<file path="src/source/branchUnit_config.svh">
`ifndef BRANCH_UNIT_CONFIG_SVH
`define BRANCH_UNIT_CONFIG_SVH

////////////////////////////////////////////////////////////////////////////
// Architectural sizes
////////////////////////////////////////////////////////////////////////////

// Number of integer registers, x0 included
`define REG_COUNT 32

// Register and data path width
`define XLEN 32

////////////////////////////////////////////////////////////////////////////
// Link writeback
////////////////////////////////////////////////////////////////////////////

// Added to the WB pc when the link value is written back
`define LINK_STEP 4

`endif

</file>
<file path="src/source/branchPkg.sv">
`include "branchUnit_config.svh"

package branchPkg;

    ////////////////////////////////////////////////////////////////////////
    // Data and index types
    ////////////////////////////////////////////////////////////////////////

    typedef logic [`XLEN-1:0] wordT;

    // Wide enough to address every architectural register
    typedef logic [$clog2(`REG_COUNT)-1:0] regIdxT;

    ////////////////////////////////////////////////////////////////////////
    // Selects and conditions
    ////////////////////////////////////////////////////////////////////////

    // Source of the value written back in WB
    typedef enum logic [1:0] {
        wbDmem   = 2'b00,
        wbAlu    = 2'b01,
        wbPcLink = 2'b10
    } wbSelT;

    // Where a branch operand is taken from
    typedef enum logic [1:0] {
        fwdReg = 2'b00,
        fwdWb  = 2'b01,
        fwdMem = 2'b10
    } fwdSelT;

    // Decoded branch condition, brNone covers funct3 codes 2 and 3
    typedef enum logic [2:0] {
        brEq   = 3'd0,
        brNe   = 3'd1,
        brLt   = 3'd2,
        brGe   = 3'd3,
        brLtu  = 3'd4,
        brGeu  = 3'd5,
        brNone = 3'd6
    } brCondT;

    // WB result as written to the register file and forwarded to decode
    function automatic wordT wbValue(wbSelT sel, wordT dmemData, wordT aluResult, wordT pc);
        case (sel)
            wbDmem:  return dmemData;
            wbAlu:   return aluResult;
            default: return pc + wordT'(`LINK_STEP);
        endcase
    endfunction

endpackage

</file>
<file path="src/source/pipeBus.sv">
`timescale 1ns/1ps

// WB stage result and destination
interface wbBus;
    import branchPkg::*;

    logic   regWrite;
    regIdxT rd;
    wbSelT  wbSel;
    wordT   dmemData;
    wordT   aluResult;
    wordT   pc;

    modport writer (output regWrite, rd, wbSel, dmemData, aluResult, pc);
    modport reader (input regWrite, rd, wbSel, dmemData, aluResult, pc);

endinterface

// MEM stage destination and ALU result
interface memBus;
    import branchPkg::*;

    logic   regWrite;
    // Set for loads, whose data is not ready until WB
    logic   memRead;
    regIdxT rd;
    wordT   aluResult;

    modport writer (output regWrite, memRead, rd, aluResult);
    modport reader (input regWrite, memRead, rd, aluResult);

endinterface

</file>
<file path="src/source/regFile.sv">
`timescale 1ns/1ps
`include "branchUnit_config.svh"

module regFile (
    input  logic            clk,
    input  logic            rstN,
    wbBus.reader            wb,
    input  branchPkg::regIdxT rs1,
    input  branchPkg::regIdxT rs2,
    output branchPkg::wordT   rs1Data,
    output branchPkg::wordT   rs2Data
);
    import branchPkg::*;

    wordT regs [`REG_COUNT];
    wordT wbData;
    logic wbWrite;

    ////////////////////////////////////////////////////////////////////////
    // Write port from WB
    ////////////////////////////////////////////////////////////////////////

    assign wbData = wbValue(wb.wbSel, wb.dmemData, wb.aluResult, wb.pc);

    // x0 is never written
    assign wbWrite = wb.regWrite && (wb.rd != '0);

    always_ff @(posedge clk or negedge rstN) begin
        if (!rstN) begin
            for (int i = 0; i < `REG_COUNT; i++) begin
                regs[i] <= '0;
            end
        end else if (wbWrite) begin
            regs[wb.rd] <= wbData;
        end
    end

    ////////////////////////////////////////////////////////////////////////
    // Read ports
    ////////////////////////////////////////////////////////////////////////

    // Combinational reads; a same-cycle WB write reaches decode by forwarding
    always_comb begin
        rs1Data = regs[rs1];
        rs2Data = regs[rs2];
        if (rs1 == '0) begin
            rs1Data = '0;
        end
        if (rs2 == '0) begin
            rs2Data = '0;
        end
    end

endmodule

</file>
<file path="src/source/branchForward.sv">
`timescale 1ns/1ps

module branchForward (
    input  logic              idValid,
    input  branchPkg::regIdxT rs1,
    input  branchPkg::regIdxT rs2,
    input  logic              exRegWrite,
    input  branchPkg::regIdxT exRd,
    memBus.reader             mem,
    wbBus.reader              wb,
    output branchPkg::fwdSelT fwdA,
    output branchPkg::fwdSelT fwdB,
    output logic              stall
);
    import branchPkg::*;

    logic memAluValid;
    logic memLoad;
    logic exHazard;
    logic loadHazard;

    // A source matches a destination only when it is not x0
    function automatic logic hits(regIdxT src, regIdxT dst);
        return (src != '0) && (src == dst);
    endfunction

    // Newest value wins: MEM, then WB, then the register file
    function automatic fwdSelT pickSource(regIdxT src, logic memOk, logic wbOk,
                                          regIdxT memRd, regIdxT wbRd);
        if (memOk && hits(src, memRd)) begin
            return fwdMem;
        end
        if (wbOk && hits(src, wbRd)) begin
            return fwdWb;
        end
        return fwdReg;
    endfunction

    ////////////////////////////////////////////////////////////////////////
    // Forward selects
    ////////////////////////////////////////////////////////////////////////

    // MEM forwards only an ALU result, load data arrives in WB
    assign memAluValid = mem.regWrite && !mem.memRead;
    assign memLoad     = mem.memRead;

    assign fwdA = pickSource(rs1, memAluValid, wb.regWrite, mem.rd, wb.rd);
    assign fwdB = pickSource(rs2, memAluValid, wb.regWrite, mem.rd, wb.rd);

    ////////////////////////////////////////////////////////////////////////
    // Hazards
    ////////////////////////////////////////////////////////////////////////

    // EX result is still in the ALU
    assign exHazard = exRegWrite && (hits(rs1, exRd) || hits(rs2, exRd));

    // Load in MEM has no data yet
    assign loadHazard = memLoad && (hits(rs1, mem.rd) || hits(rs2, mem.rd));

    assign stall = idValid && (exHazard || loadHazard);

endmodule

</file>
<file path="src/source/branchComp.sv">
`timescale 1ns/1ps

module branchComp (
    input  branchPkg::wordT   rs1Data,
    input  branchPkg::wordT   rs2Data,
    input  branchPkg::fwdSelT fwdA,
    input  branchPkg::fwdSelT fwdB,
    memBus.reader             mem,
    wbBus.reader              wb,
    input  logic              signedCmp,
    output logic              equal,
    output logic              lessThan
);
    import branchPkg::*;

    wordT wbData;
    wordT opA;
    wordT opB;

    ////////////////////////////////////////////////////////////////////////
    // Operand selection
    ////////////////////////////////////////////////////////////////////////

    // Same WB value that the register file is about to store
    assign wbData = wbValue(wb.wbSel, wb.dmemData, wb.aluResult, wb.pc);

    always_comb begin
        case (fwdA)
            fwdMem:  opA = mem.aluResult;
            fwdWb:   opA = wbData;
            default: opA = rs1Data;
        endcase
    end

    always_comb begin
        case (fwdB)
            fwdMem:  opB = mem.aluResult;
            fwdWb:   opB = wbData;
            default: opB = rs2Data;
        endcase
    end

    ////////////////////////////////////////////////////////////////////////
    // Compare
    ////////////////////////////////////////////////////////////////////////

    assign equal = (opA == opB);

    // Signed for BLT and BGE, unsigned for BLTU and BGEU
    always_comb begin
        if (signedCmp) begin
            lessThan = $signed(opA) < $signed(opB);
        end else begin
            lessThan = opA < opB;
        end
    end

endmodule

</file>
<file path="src/source/branchResolve.sv">
`timescale 1ns/1ps

module branchResolve (
    input  logic            idValid,
    input  logic            stall,
    input  logic [2:0]      funct3,
    input  branchPkg::wordT pc,
    input  branchPkg::wordT imm,
    input  logic            equal,
    input  logic            lessThan,
    output logic            signedCmp,
    output logic            taken,
    output branchPkg::wordT target
);
    import branchPkg::*;

    brCondT cond;
    logic   condMet;

    ////////////////////////////////////////////////////////////////////////
    // Condition decode
    ////////////////////////////////////////////////////////////////////////

    always_comb begin
        case (funct3)
            3'b000:  cond = brEq;
            3'b001:  cond = brNe;
            3'b100:  cond = brLt;
            3'b101:  cond = brGe;
            3'b110:  cond = brLtu;
            3'b111:  cond = brGeu;
            default: cond = brNone;
        endcase
    end

    assign signedCmp = (cond == brLt) || (cond == brGe);

    ////////////////////////////////////////////////////////////////////////
    // Decision and target
    ////////////////////////////////////////////////////////////////////////

    always_comb begin
        case (cond)
            brEq:         condMet = equal;
            brNe:         condMet = !equal;
            brLt, brLtu:  condMet = lessThan;
            brGe, brGeu:  condMet = !lessThan;
            default:      condMet = 1'b0;
        endcase
    end

    // A stalled branch waits and decides again once its operands are ready
    assign taken = idValid && !stall && condMet;

    assign target = pc + imm;

endmodule

</file>
<file path="src/source/branchUnitTop.sv">
`timescale 1ns/1ps

module branchUnitTop (
    input  logic              clk,
    input  logic              rstN,

    // Branch in decode
    input  logic              idValid,
    input  logic [2:0]        funct3,
    input  branchPkg::regIdxT rs1,
    input  branchPkg::regIdxT rs2,
    input  branchPkg::wordT   pc,
    input  branchPkg::wordT   imm,

    // EX stage destination
    input  logic              exRegWrite,
    input  branchPkg::regIdxT exRd,

    // MEM stage
    input  logic              memRegWrite,
    input  logic              memRead,
    input  branchPkg::regIdxT memRd,
    input  branchPkg::wordT   memAluResult,

    // WB stage
    input  logic              wbRegWrite,
    input  branchPkg::regIdxT wbRd,
    input  branchPkg::wbSelT  wbSel,
    input  branchPkg::wordT   wbDmemData,
    input  branchPkg::wordT   wbAluResult,
    input  branchPkg::wordT   wbPc,

    // Resolution
    output logic              taken,
    output branchPkg::wordT   target,
    output logic              stall
);
    import branchPkg::*;

    wordT   rs1Data;
    wordT   rs2Data;
    fwdSelT fwdA;
    fwdSelT fwdB;
    logic   equal;
    logic   lessThan;
    logic   signedCmp;

    ////////////////////////////////////////////////////////////////////////
    // Stage buses
    ////////////////////////////////////////////////////////////////////////

    wbBus  wbIf ();
    memBus memIf ();

    assign wbIf.regWrite  = wbRegWrite;
    assign wbIf.rd        = wbRd;
    assign wbIf.wbSel     = wbSel;
    assign wbIf.dmemData  = wbDmemData;
    assign wbIf.aluResult = wbAluResult;
    assign wbIf.pc        = wbPc;

    assign memIf.regWrite  = memRegWrite;
    assign memIf.memRead   = memRead;
    assign memIf.rd        = memRd;
    assign memIf.aluResult = memAluResult;

    ////////////////////////////////////////////////////////////////////////
    // Blocks
    ////////////////////////////////////////////////////////////////////////

    regFile uRegFile (
        .clk     (clk),
        .rstN    (rstN),
        .wb      (wbIf),
        .rs1     (rs1),
        .rs2     (rs2),
        .rs1Data (rs1Data),
        .rs2Data (rs2Data)
    );

    branchForward uForward (
        .idValid    (idValid),
        .rs1        (rs1),
        .rs2        (rs2),
        .exRegWrite (exRegWrite),
        .exRd       (exRd),
        .mem        (memIf),
        .wb         (wbIf),
        .fwdA       (fwdA),
        .fwdB       (fwdB),
        .stall      (stall)
    );

    branchComp uComp (
        .rs1Data   (rs1Data),
        .rs2Data   (rs2Data),
        .fwdA      (fwdA),
        .fwdB      (fwdB),
        .mem       (memIf),
        .wb        (wbIf),
        .signedCmp (signedCmp),
        .equal     (equal),
        .lessThan  (lessThan)
    );

    branchResolve uResolve (
        .idValid   (idValid),
        .stall     (stall),
        .funct3    (funct3),
        .pc        (pc),
        .imm       (imm),
        .equal     (equal),
        .lessThan  (lessThan),
        .signedCmp (signedCmp),
        .taken     (taken),
        .target    (target)
    );

endmodule

</file>
<file path="config.mk">
export PLATFORM = sky130hd
export DESIGN_NAME = branchUnitTop
export DESIGN_NICKNAME = d
export VERILOG_FILES = /design/src/source/branchPkg.sv /design/src/source/pipeBus.sv /design/src/source/regFile.sv /design/src/source/branchForward.sv /design/src/source/branchComp.sv /design/src/source/branchResolve.sv /design/src/source/branchUnitTop.sv
export VERILOG_INCLUDE_DIRS = /design/src /design/src/source
export SDC_FILE = /design/constraint.sdc
export NUM_CORES = 2
export LEC_CHECK = 0
export BUFFER_PORTS_ARGS = -buffer_cell sky130_fd_sc_hd__buf_2
export CAP_MARGIN = 15
export CORE_UTILIZATION = 56
export CTS_CLUSTER_DIAMETER = 200
export DETAILED_ROUTE_END_ITERATION = 7
export GPL_TIMING_DRIVEN = 0
export MAX_ROUTING_LAYER = met4
export PLACE_DENSITY_LB_ADDON = 0.25
export SYNTH_ARGS = -nofsm -noshare
export SYNTH_HDL_FRONTEND = slang
export SYNTH_HIERARCHICAL = 1
export SYNTH_SLANG_ARGS = --single-unit
</file>
<file path="constraint.sdc">
create_clock -name clk -period 8.8 [get_ports clk]
set_clock_uncertainty 0.15 [all_clocks]
set_input_delay 2.2 -clock clk [delete_from_list [all_inputs] [get_ports clk]]
set_output_delay 2.2 -clock clk [all_outputs]
set_load 0.005 [all_outputs]
</file>
Yosys cells after proc, flatten, opt, wreduce, memory -nomap -nowiden

Index checks and enable logic that the tools add are counted.

$add $sub $neg: 2
Multiply operators: 0
Div/mod/pow operators: 0
Magnitude comparators: 6
Equal/unequal tests: 22
Shift operators: 0
Muxes and demuxes: 31
Bitwise gates (word level): 3
Reduce and logical (&&, ||, !) cells: 36

Operators by type and width:

| cell                                                     | number |
|---|---|
| bitwise mux 1024 bit                                     | 1 |
| binary-select mux 32 bit (select 5 bit)                  | 2 |
| two-way mux 32 bit                                       | 7 |
| one-hot mux 32 bit (2 select lines)                      | 3 |
| demux 32 bit (select 5 bit)                              | 1 |
| < comparator 32 bit                                      | 2 |
| adder 32 x 3 -> 32 bit, second input constant            | 1 |
| adder 32 bit                                             | 1 |
| equality test 32 bit                                     | 1 |
| equality test 5 bit                                      | 6 |
| equality test 3 bit, second input constant               | 6 |
| greater-or-equal comparator 6 bit, second input constant | 3 |
| logical AND 1 bit                                        | 18 |
| inverter 5 -> 6 bit                                      | 3 |
| one-hot mux 3 bit (6 select lines)                       | 1 |
| two-way mux 2 bit                                        | 8 |
| nonzero test 5 bit                                       | 3 |
| logical NOT 5 bit                                        | 2 |
| two-way mux 1 bit                                        | 7 |
| equality test 2 x 1 -> 1 bit, second input constant      | 3 |
| equality test 3 x 1 -> 1 bit, second input constant      | 2 |
| equality test 3 x 2 -> 1 bit, second input constant      | 2 |
| logical NOT 3 bit                                        | 2 |
| < comparator 6 x 1 -> 1 bit, second input constant       | 1 |
| 6 further kinds                                          | 14 |

Register bits: 1,024
Latch bits: 0
Bits in writable memories: 0
Bits in read-only memories: 0
Input port bits: 229
Output and inout bits: 34
Word-level logic and storage cells: 132
Memories: 0

Longest topological paths before layout

Depth in word-level cells: 14
Depth in mapped cells: 23
Mapped depth without buffers: 21

Cells and area by module

The synthesis kept the hierarchy.

By module, submodules not included:

| module        | times used | cells an instance | area each (sq um) | seq. area each (sq um) |
|---|---|---|---|---|
| regFile       | 1          | 4,791             | 53,744.0          | 25,624.6 |
| branchComp    | 1          | 467               | 3,173.0           | 0.0 |
| branchResolve | 1          | 262               | 1,856.8           | 0.0 |
| branchForward | 1          | 54                | 415.4             | 0.0 |

Least setup slack after synthesis

Ideal clock, no wire load.

Kind: input to output
Start: input rs2[1]
End: output taken
Arrival time: 6,641 ps
Required time: 6,450 ps
Setup slack: -191 ps
Cell stages on the path: 21
Buffers on the path: 2
Cells stage by stage: or4_1 -> nor2_2 -> nor4_1 -> and4b_4 -> nor4_2 -> inv_1 -> ha_1 -> clkbuf_1 -> inv_1 -> nand2_1 -> clkbuf_1 -> a211oi_1 -> a221oi_1 -> ha_1 -> and2_1 -> a221o_1 -> a221oi_1 -> o2111ai_1 -> o21ai_0 -> a221oi_1 -> a2111oi_0

Longest elaborated chain between the ends: 14
Elaborated cells on any way between the ends: 40
Those cells by class: order compare (2); eq/ne (6); mux (13); bitwise (1); reduce/logical (18)

RTL lines:

| element                                                                    | line                               | RTL |
|---|---|---|
| start, declared                                                            | branchUnitTop.sv:11                | `input branchPkg::regIdxT rs2,` |
| equality test 5 bit / nonzero test 5 bit (equally long branches)           | branchForward.sv:24                | `return (src != '0) && (src == dst);` |
| logical AND 1 bit                                                          | branchForward.sv:24                |  |
| logical AND 1 bit                                                          | branchForward.sv:33                | `if (wbOk && hits(src, wbRd)) begin` |
| two-way mux 1 bit (2 in series)                                            | branchForward.sv:33                |  |
| two-way mux 2 bit                                                          | branchForward.sv:36                | `return fwdReg;` |
| two-way mux 2 bit (*)                                                      | branchForward.sv:33                |  |
| via fwdB[1]                                                                | branchUnitTop.sv:43                | `fwdSelT fwdB;` |
| equality test 2 x 1 -> 1 bit / equality test 2 bit (equally long branches) | branchComp.sv:36                   | `case (fwdB)` |
| one-hot mux 32 bit (2 select lines) (*)                                    | branchComp.sv:36                   |  |
| < comparator 32 bit, on equally long branches                              | branchComp.sv:54, branchComp.sv:52 |  |
| two-way mux 1 bit (*)                                                      | branchComp.sv:51                   | `if (signedCmp) begin` |
| via lessThan                                                               | branchUnitTop.sv:45                | `logic lessThan;` |
| logical NOT 1 bit                                                          | branchResolve.sv:47                | `brGe, brGeu: condMet = !lessThan;` |
| one-hot mux 1 bit (4 select lines) (*)                                     | branchResolve.sv:43                | `case (cond)` |
| logical AND 1 bit (*)                                                      | branchResolve.sv:53                | `assign taken = idValid && !stall && condMet;` |
| end, declared                                                              | branchUnitTop.sv:34                | `output logic taken,` |

The timed path passes the listed nets; every way through them passes the cells marked *. The select of a mux whose other input is x is not followed.

Worst setup path after layout

Start: input rs2[4]
End: output taken

Elaborated cells on any way between the ends: 40
Those cells by class: order compare (2); eq/ne (6); mux (13); bitwise (1); reduce/logical (18)

RTL lines:

| element                                                | line                               | RTL |
|---|---|---|
| inverter 5 -> 6 bit (not written as such)              | regFile.sv:45                      | `rs2Data = regs[rs2];` |
| binary-select mux 32 bit (select 5 bit)                | regFile.sv:45                      |  |
| two-way mux 32 bit (not written as such) (2 in series) | regFile.sv:45                      |  |
| two-way mux 32 bit (*)                                 | regFile.sv:49                      | `if (rs2 == '0) begin` |
| via rs2Data[30]                                        | branchUnitTop.sv:41                | `wordT rs2Data;` |
| one-hot mux 32 bit (2 select lines) (*)                | branchComp.sv:36                   |  |
| < comparator 32 bit, on equally long branches          | branchComp.sv:54, branchComp.sv:52 |  |
| two-way mux 1 bit (*)                                  | branchComp.sv:51                   |  |
| via lessThan                                           | branchUnitTop.sv:45                |  |
| logical NOT 1 bit                                      | branchResolve.sv:47                |  |
| one-hot mux 1 bit (4 select lines) (*)                 | branchResolve.sv:43                |  |
| logical AND 1 bit (*)                                  | branchResolve.sv:53                |  |

Marks and branches as above.

==> results.tsv <==
stage	metric	value	unit
drt	WL/cell	36.4	um
yosys	Synth Warn #	6	
timing	Fin Hold WS	0.329	ns
clock_network	TritonCTS clock tree	yes	
finish	Area growth syn-to-layout	18.5	%
power	P_leak	30.3	nW
timing	RSZ-0062 raised after global routing	yes	
worst_setup_path	R2R Setup Slk	7.74	ns
timing	Worst Setup Slack, final	-0.571	ns
global_routing	vias in the first global route	53300	
min_path	hold path depth	1	
global_routing	first-pass GRT wire length	386000	um
drt	post-route ant nets	0	
floorplan	Initial Util	56.9	%
finish	design area	70200	um^2
worst_setup_path	Max stage delay on crit path	0.97	ns
timing	Final setup viols	1	
power	clock group share of total power	31.2	%
drt	Via Count	54500	
timing	Final Cycle Share	106	%
floorplan	Row Count	118	
power	total power	15.4	mW
drt	initial DRC count	8655	
global_routing	antenna violations before repair	34	
clock_network	insertion delay to the later sink of the worst-skew pair	0.74	ns
floorplan	io pins	263	
power	Flop pwr share	41.8	%
finish	Final #Nets	6349	
yosys	Synth cell types	85	
yosys	cell count after synthesis	5574	
placement	PortBufs	260	
drt	# DRC	0	
placement	RD Place Congestion	1.15	
floorplan	core area	104000	um^2
yosys	share of flip-flops with an asynchronous set or reset	100	%
yosys	synth cell count leaders	1123 x nand2_1, 1024 x dfrtp_1, 749 x o21ai_0	
clock_network	CTS Buf Count	107	
yosys	top cells by area, synth	dfrtp_1 43%, mux4_2 19%, nand2_1 7.1%	
timing	Final min period	9.37	ns
yosys	number of synthesized flops with an enable pin	0	
placement	Post-DP HPWL	204000	um
yosys	sequential share of the synthesized area	43.3	%
worst_setup_path	Startpoint Class	input port	
finish	Largest Register	uRegFile/regs	
yosys	Syn Nets	5873	
global_routing	total grt overflow	0	
drt	Routed WL	275000	um
yosys	Synth top area share	43.3	%
yosys	count leader, synth	nand2_1	
power	Pwr Density	220	nW/um^2
worst_setup_path	Crit Reg-Reg Startpoint	uRegFile/regs[862]	
yosys	cell accounting for the most synthesized area	dfrtp_1	
yosys	FF+latch count, synth	1024	
min_path	hold endpoint	uRegFile/regs[1023]	
finish	max reg flops	1024	
clock_network	Root Buffer	clkbuf_16	
drt	Initial DRT Pass Iterations	7	
timing	highest clock rate	0.107	GHz
yosys	ys flop type	dfrtp_1	
worst_setup_path	CP most frequent cell	o21ai_2	
finish	Largest regs	uRegFile/regs (1024)	
clock_network	maximum root-to-sink buffer count	3	
yosys	average cell area after synthesis	10.6	um^2
worst_setup_path	worst setup path class	input port to primary output	
worst_setup_path	Max FO, Critical Path	10	
yosys	mapped cell area	59200	um^2
worst_setup_path	WP depth	18	
worst_setup_path	CP cell instances	buf_4, or2_2, clkbuf_1, a211oi_2, nor4_2, a21oi_2, o31a_1, ha_4, and4_4, nand4_1, nor3_4, o31ai_4, o2111ai_2, o21ai_2, nand2_1, o21ai_2, a2111oi_2, buf_2	
clock_network	clock sink count	1024	
finish	FILL cells	8044	
timing	Hold Vio Cnt, Final	0	
min_path	HP Start	uRegFile/regs[1023]	
power	Cell Int Power	10.3	mW
global_routing	largest net degree at the start of global routing	168	
power	sw power	5.16	mW
timing	Slew @ Worst Pin	1.29	ns
finish	share of layout cells above drive strength 1	26.1	%
clock_network	H-tree depth	3	
worst_setup_path	Setup crit end kind	primary output	
clock_network	Clock transition at path regs	0.06	ns
flow_run	maxcap violations	0	
worst_setup_path	slowest CP cell	clkbuf_1	
power	combinational cell fraction of total power	27.0	%
floorplan	die area	107000	um^2
worst_setup_path	WP data arrival	7.02	ns
worst_setup_path	r2r endpoint	uRegFile/regs[862]	
status	status	complete, but fails checks	
placement	Post-DP Area	62900	um^2
timing	max-slew violations	0	
min_path	worst hold path class	register to register	
worst_setup_path	CP delay by family, top	simple AND/OR/NAND/NOR gates	
status	failing checks	negative setup slack	
worst_setup_path	Bufs and invs on worst path	3	
drt	Via density	7.22	
power	largest vdd supply drop	0.260	mV
floorplan	die extent in x	327	um
worst_setup_path	R2R cell count	2	
global_routing	All-Layer GR Usage	53.4	%
timing	relative slew slack	14.3	%
clock_network	cts hold-fix bufs	0	
power	sw frac	33.4	%
floorplan	Die Ht	327	um
worst_setup_path	Worst Path Required	6.45	ns
-- worst max-delay path by stage --
stage,start,endpoint,slack (ns)
2_1_floorplan,rs2[1],taken,0.007
3_3_place_gp,rstN,uRegFile/regs[249],-16.88
3_5_place_dp,rs2[0],taken,-2.94
4_1_cts,rs2[2],taken,-0.25
5_1_grt,rs2[3],taken,-0.51
6_report,rs2[4],taken,-0.57
-- cells in the final DEF (no fill, tap or decap), types with 26 or more instances in the layout --
cell type and count:
clkbuf_1 354, o21ai_0 740, xnor2_1 57, clkbuf_2 32, buf_4 102, clkbuf_8 35
nand3_1 39, dfrtp_1 1024, clkbuf_16 114, a21oi_1 78, mux2i_1 149, nand2_1 1114
nand4_1 38, mux2_2 73, buf_8 36, nor2_1 89, o22ai_1 61, xor2_1 43
diode_2 32, nor2b_1 65, o21ai_1 292, ha_1 62, mux4_2 512, buf_2 296
a211oi_1 69, buf_6 41, buf_12 26
-- power by group through the flow --
stage / Clock (mW) / Sequential [mW] / Combinational [mW]
2_1_floorplan: 0 / 6.17 / 2.39
3_3_place_gp: 0 / 6.41 / 3.56
3_5_place_dp: 0 / 6.46 / 3.68
4_1_cts: 4.80 / 6.39 / 3.98
5_1_grt: 4.98 / 6.52 / 4.35
6_report: 4.82 / 6.45 / 4.16
-- worst register-to-register path, stage by stage (launching register included) --
cell and delay (ns):
dfrtp_1 0.41, mux2i_1 0.18, o21ai_0 0.16
-- cells by family (layout without fill, tap and decap cells) --
family | count (synthesis) | after routing | share of synthesized area, %
buffers and inverters | 588 | 1154 | 4.24
adder cells (fa/ha/maj) | 70 | 70 | 1.49
flip-flops | 1024 | 1024 | 43.3
multiplexers | 760 | 760 | 23.8
AND/OR/NAND/NOR | 1535 | 1535 | 11.2
AO/OA/AOI/OAI | 1497 | 1497 | 14.5
XOR/XNOR | 100 | 100 | 1.48
other | 0 | 32 | 0
-- repair_timing --
action	CTS	global route
resized for setup	640	44
buffers inserted	50	24
endpoints found under the hold margin	0	0
pin swaps	48	26
setup endpoints to repair	1	1
cloned	3	0
-- metal layers --
layer | global-route usage [%] | part of all wire, % | vias to the layer above
met5 | - | 0 | -
met4 | 45.1 | 11 | 0
met3 | 21.9 | 15 | 1250
met2 | 73.0 | 42 | 4588
met1 | 60.7 | 33 | 27200
li1 | - | - | 21600
-- final cells by class --
class                           count  area [um^2]  area share [%]
Clock inverter                     49          663           0.945
Buffer                            564         3600            5.13
Clock buffer                      150         3010            4.29
Inverter                           16         62.6          0.0892
Multi-Input combinational cell   3962        32700            46.6
Timing Repair Buffer              375         2690            3.83
Tap cell                         1380         1730            2.46
Sequential cell                  1024        25600            36.5
Antenna cell                       32         80.1           0.114
-- metrics by stage --
stage                     TNS [ns]  util [%]  setup WS [ns]  instances
after floorplan                  0         -        0.00683       5574
after global placement           -      59.8         -16.88       7214
after detailed placement     -2.94      60.5          -2.94       7252
after CTS                   -0.246      67.0         -0.246       7496
after global routing        -0.512      67.4         -0.512       7548
final                       -0.571      67.4         -0.571       7552
(Power assumes the default switching activity.)
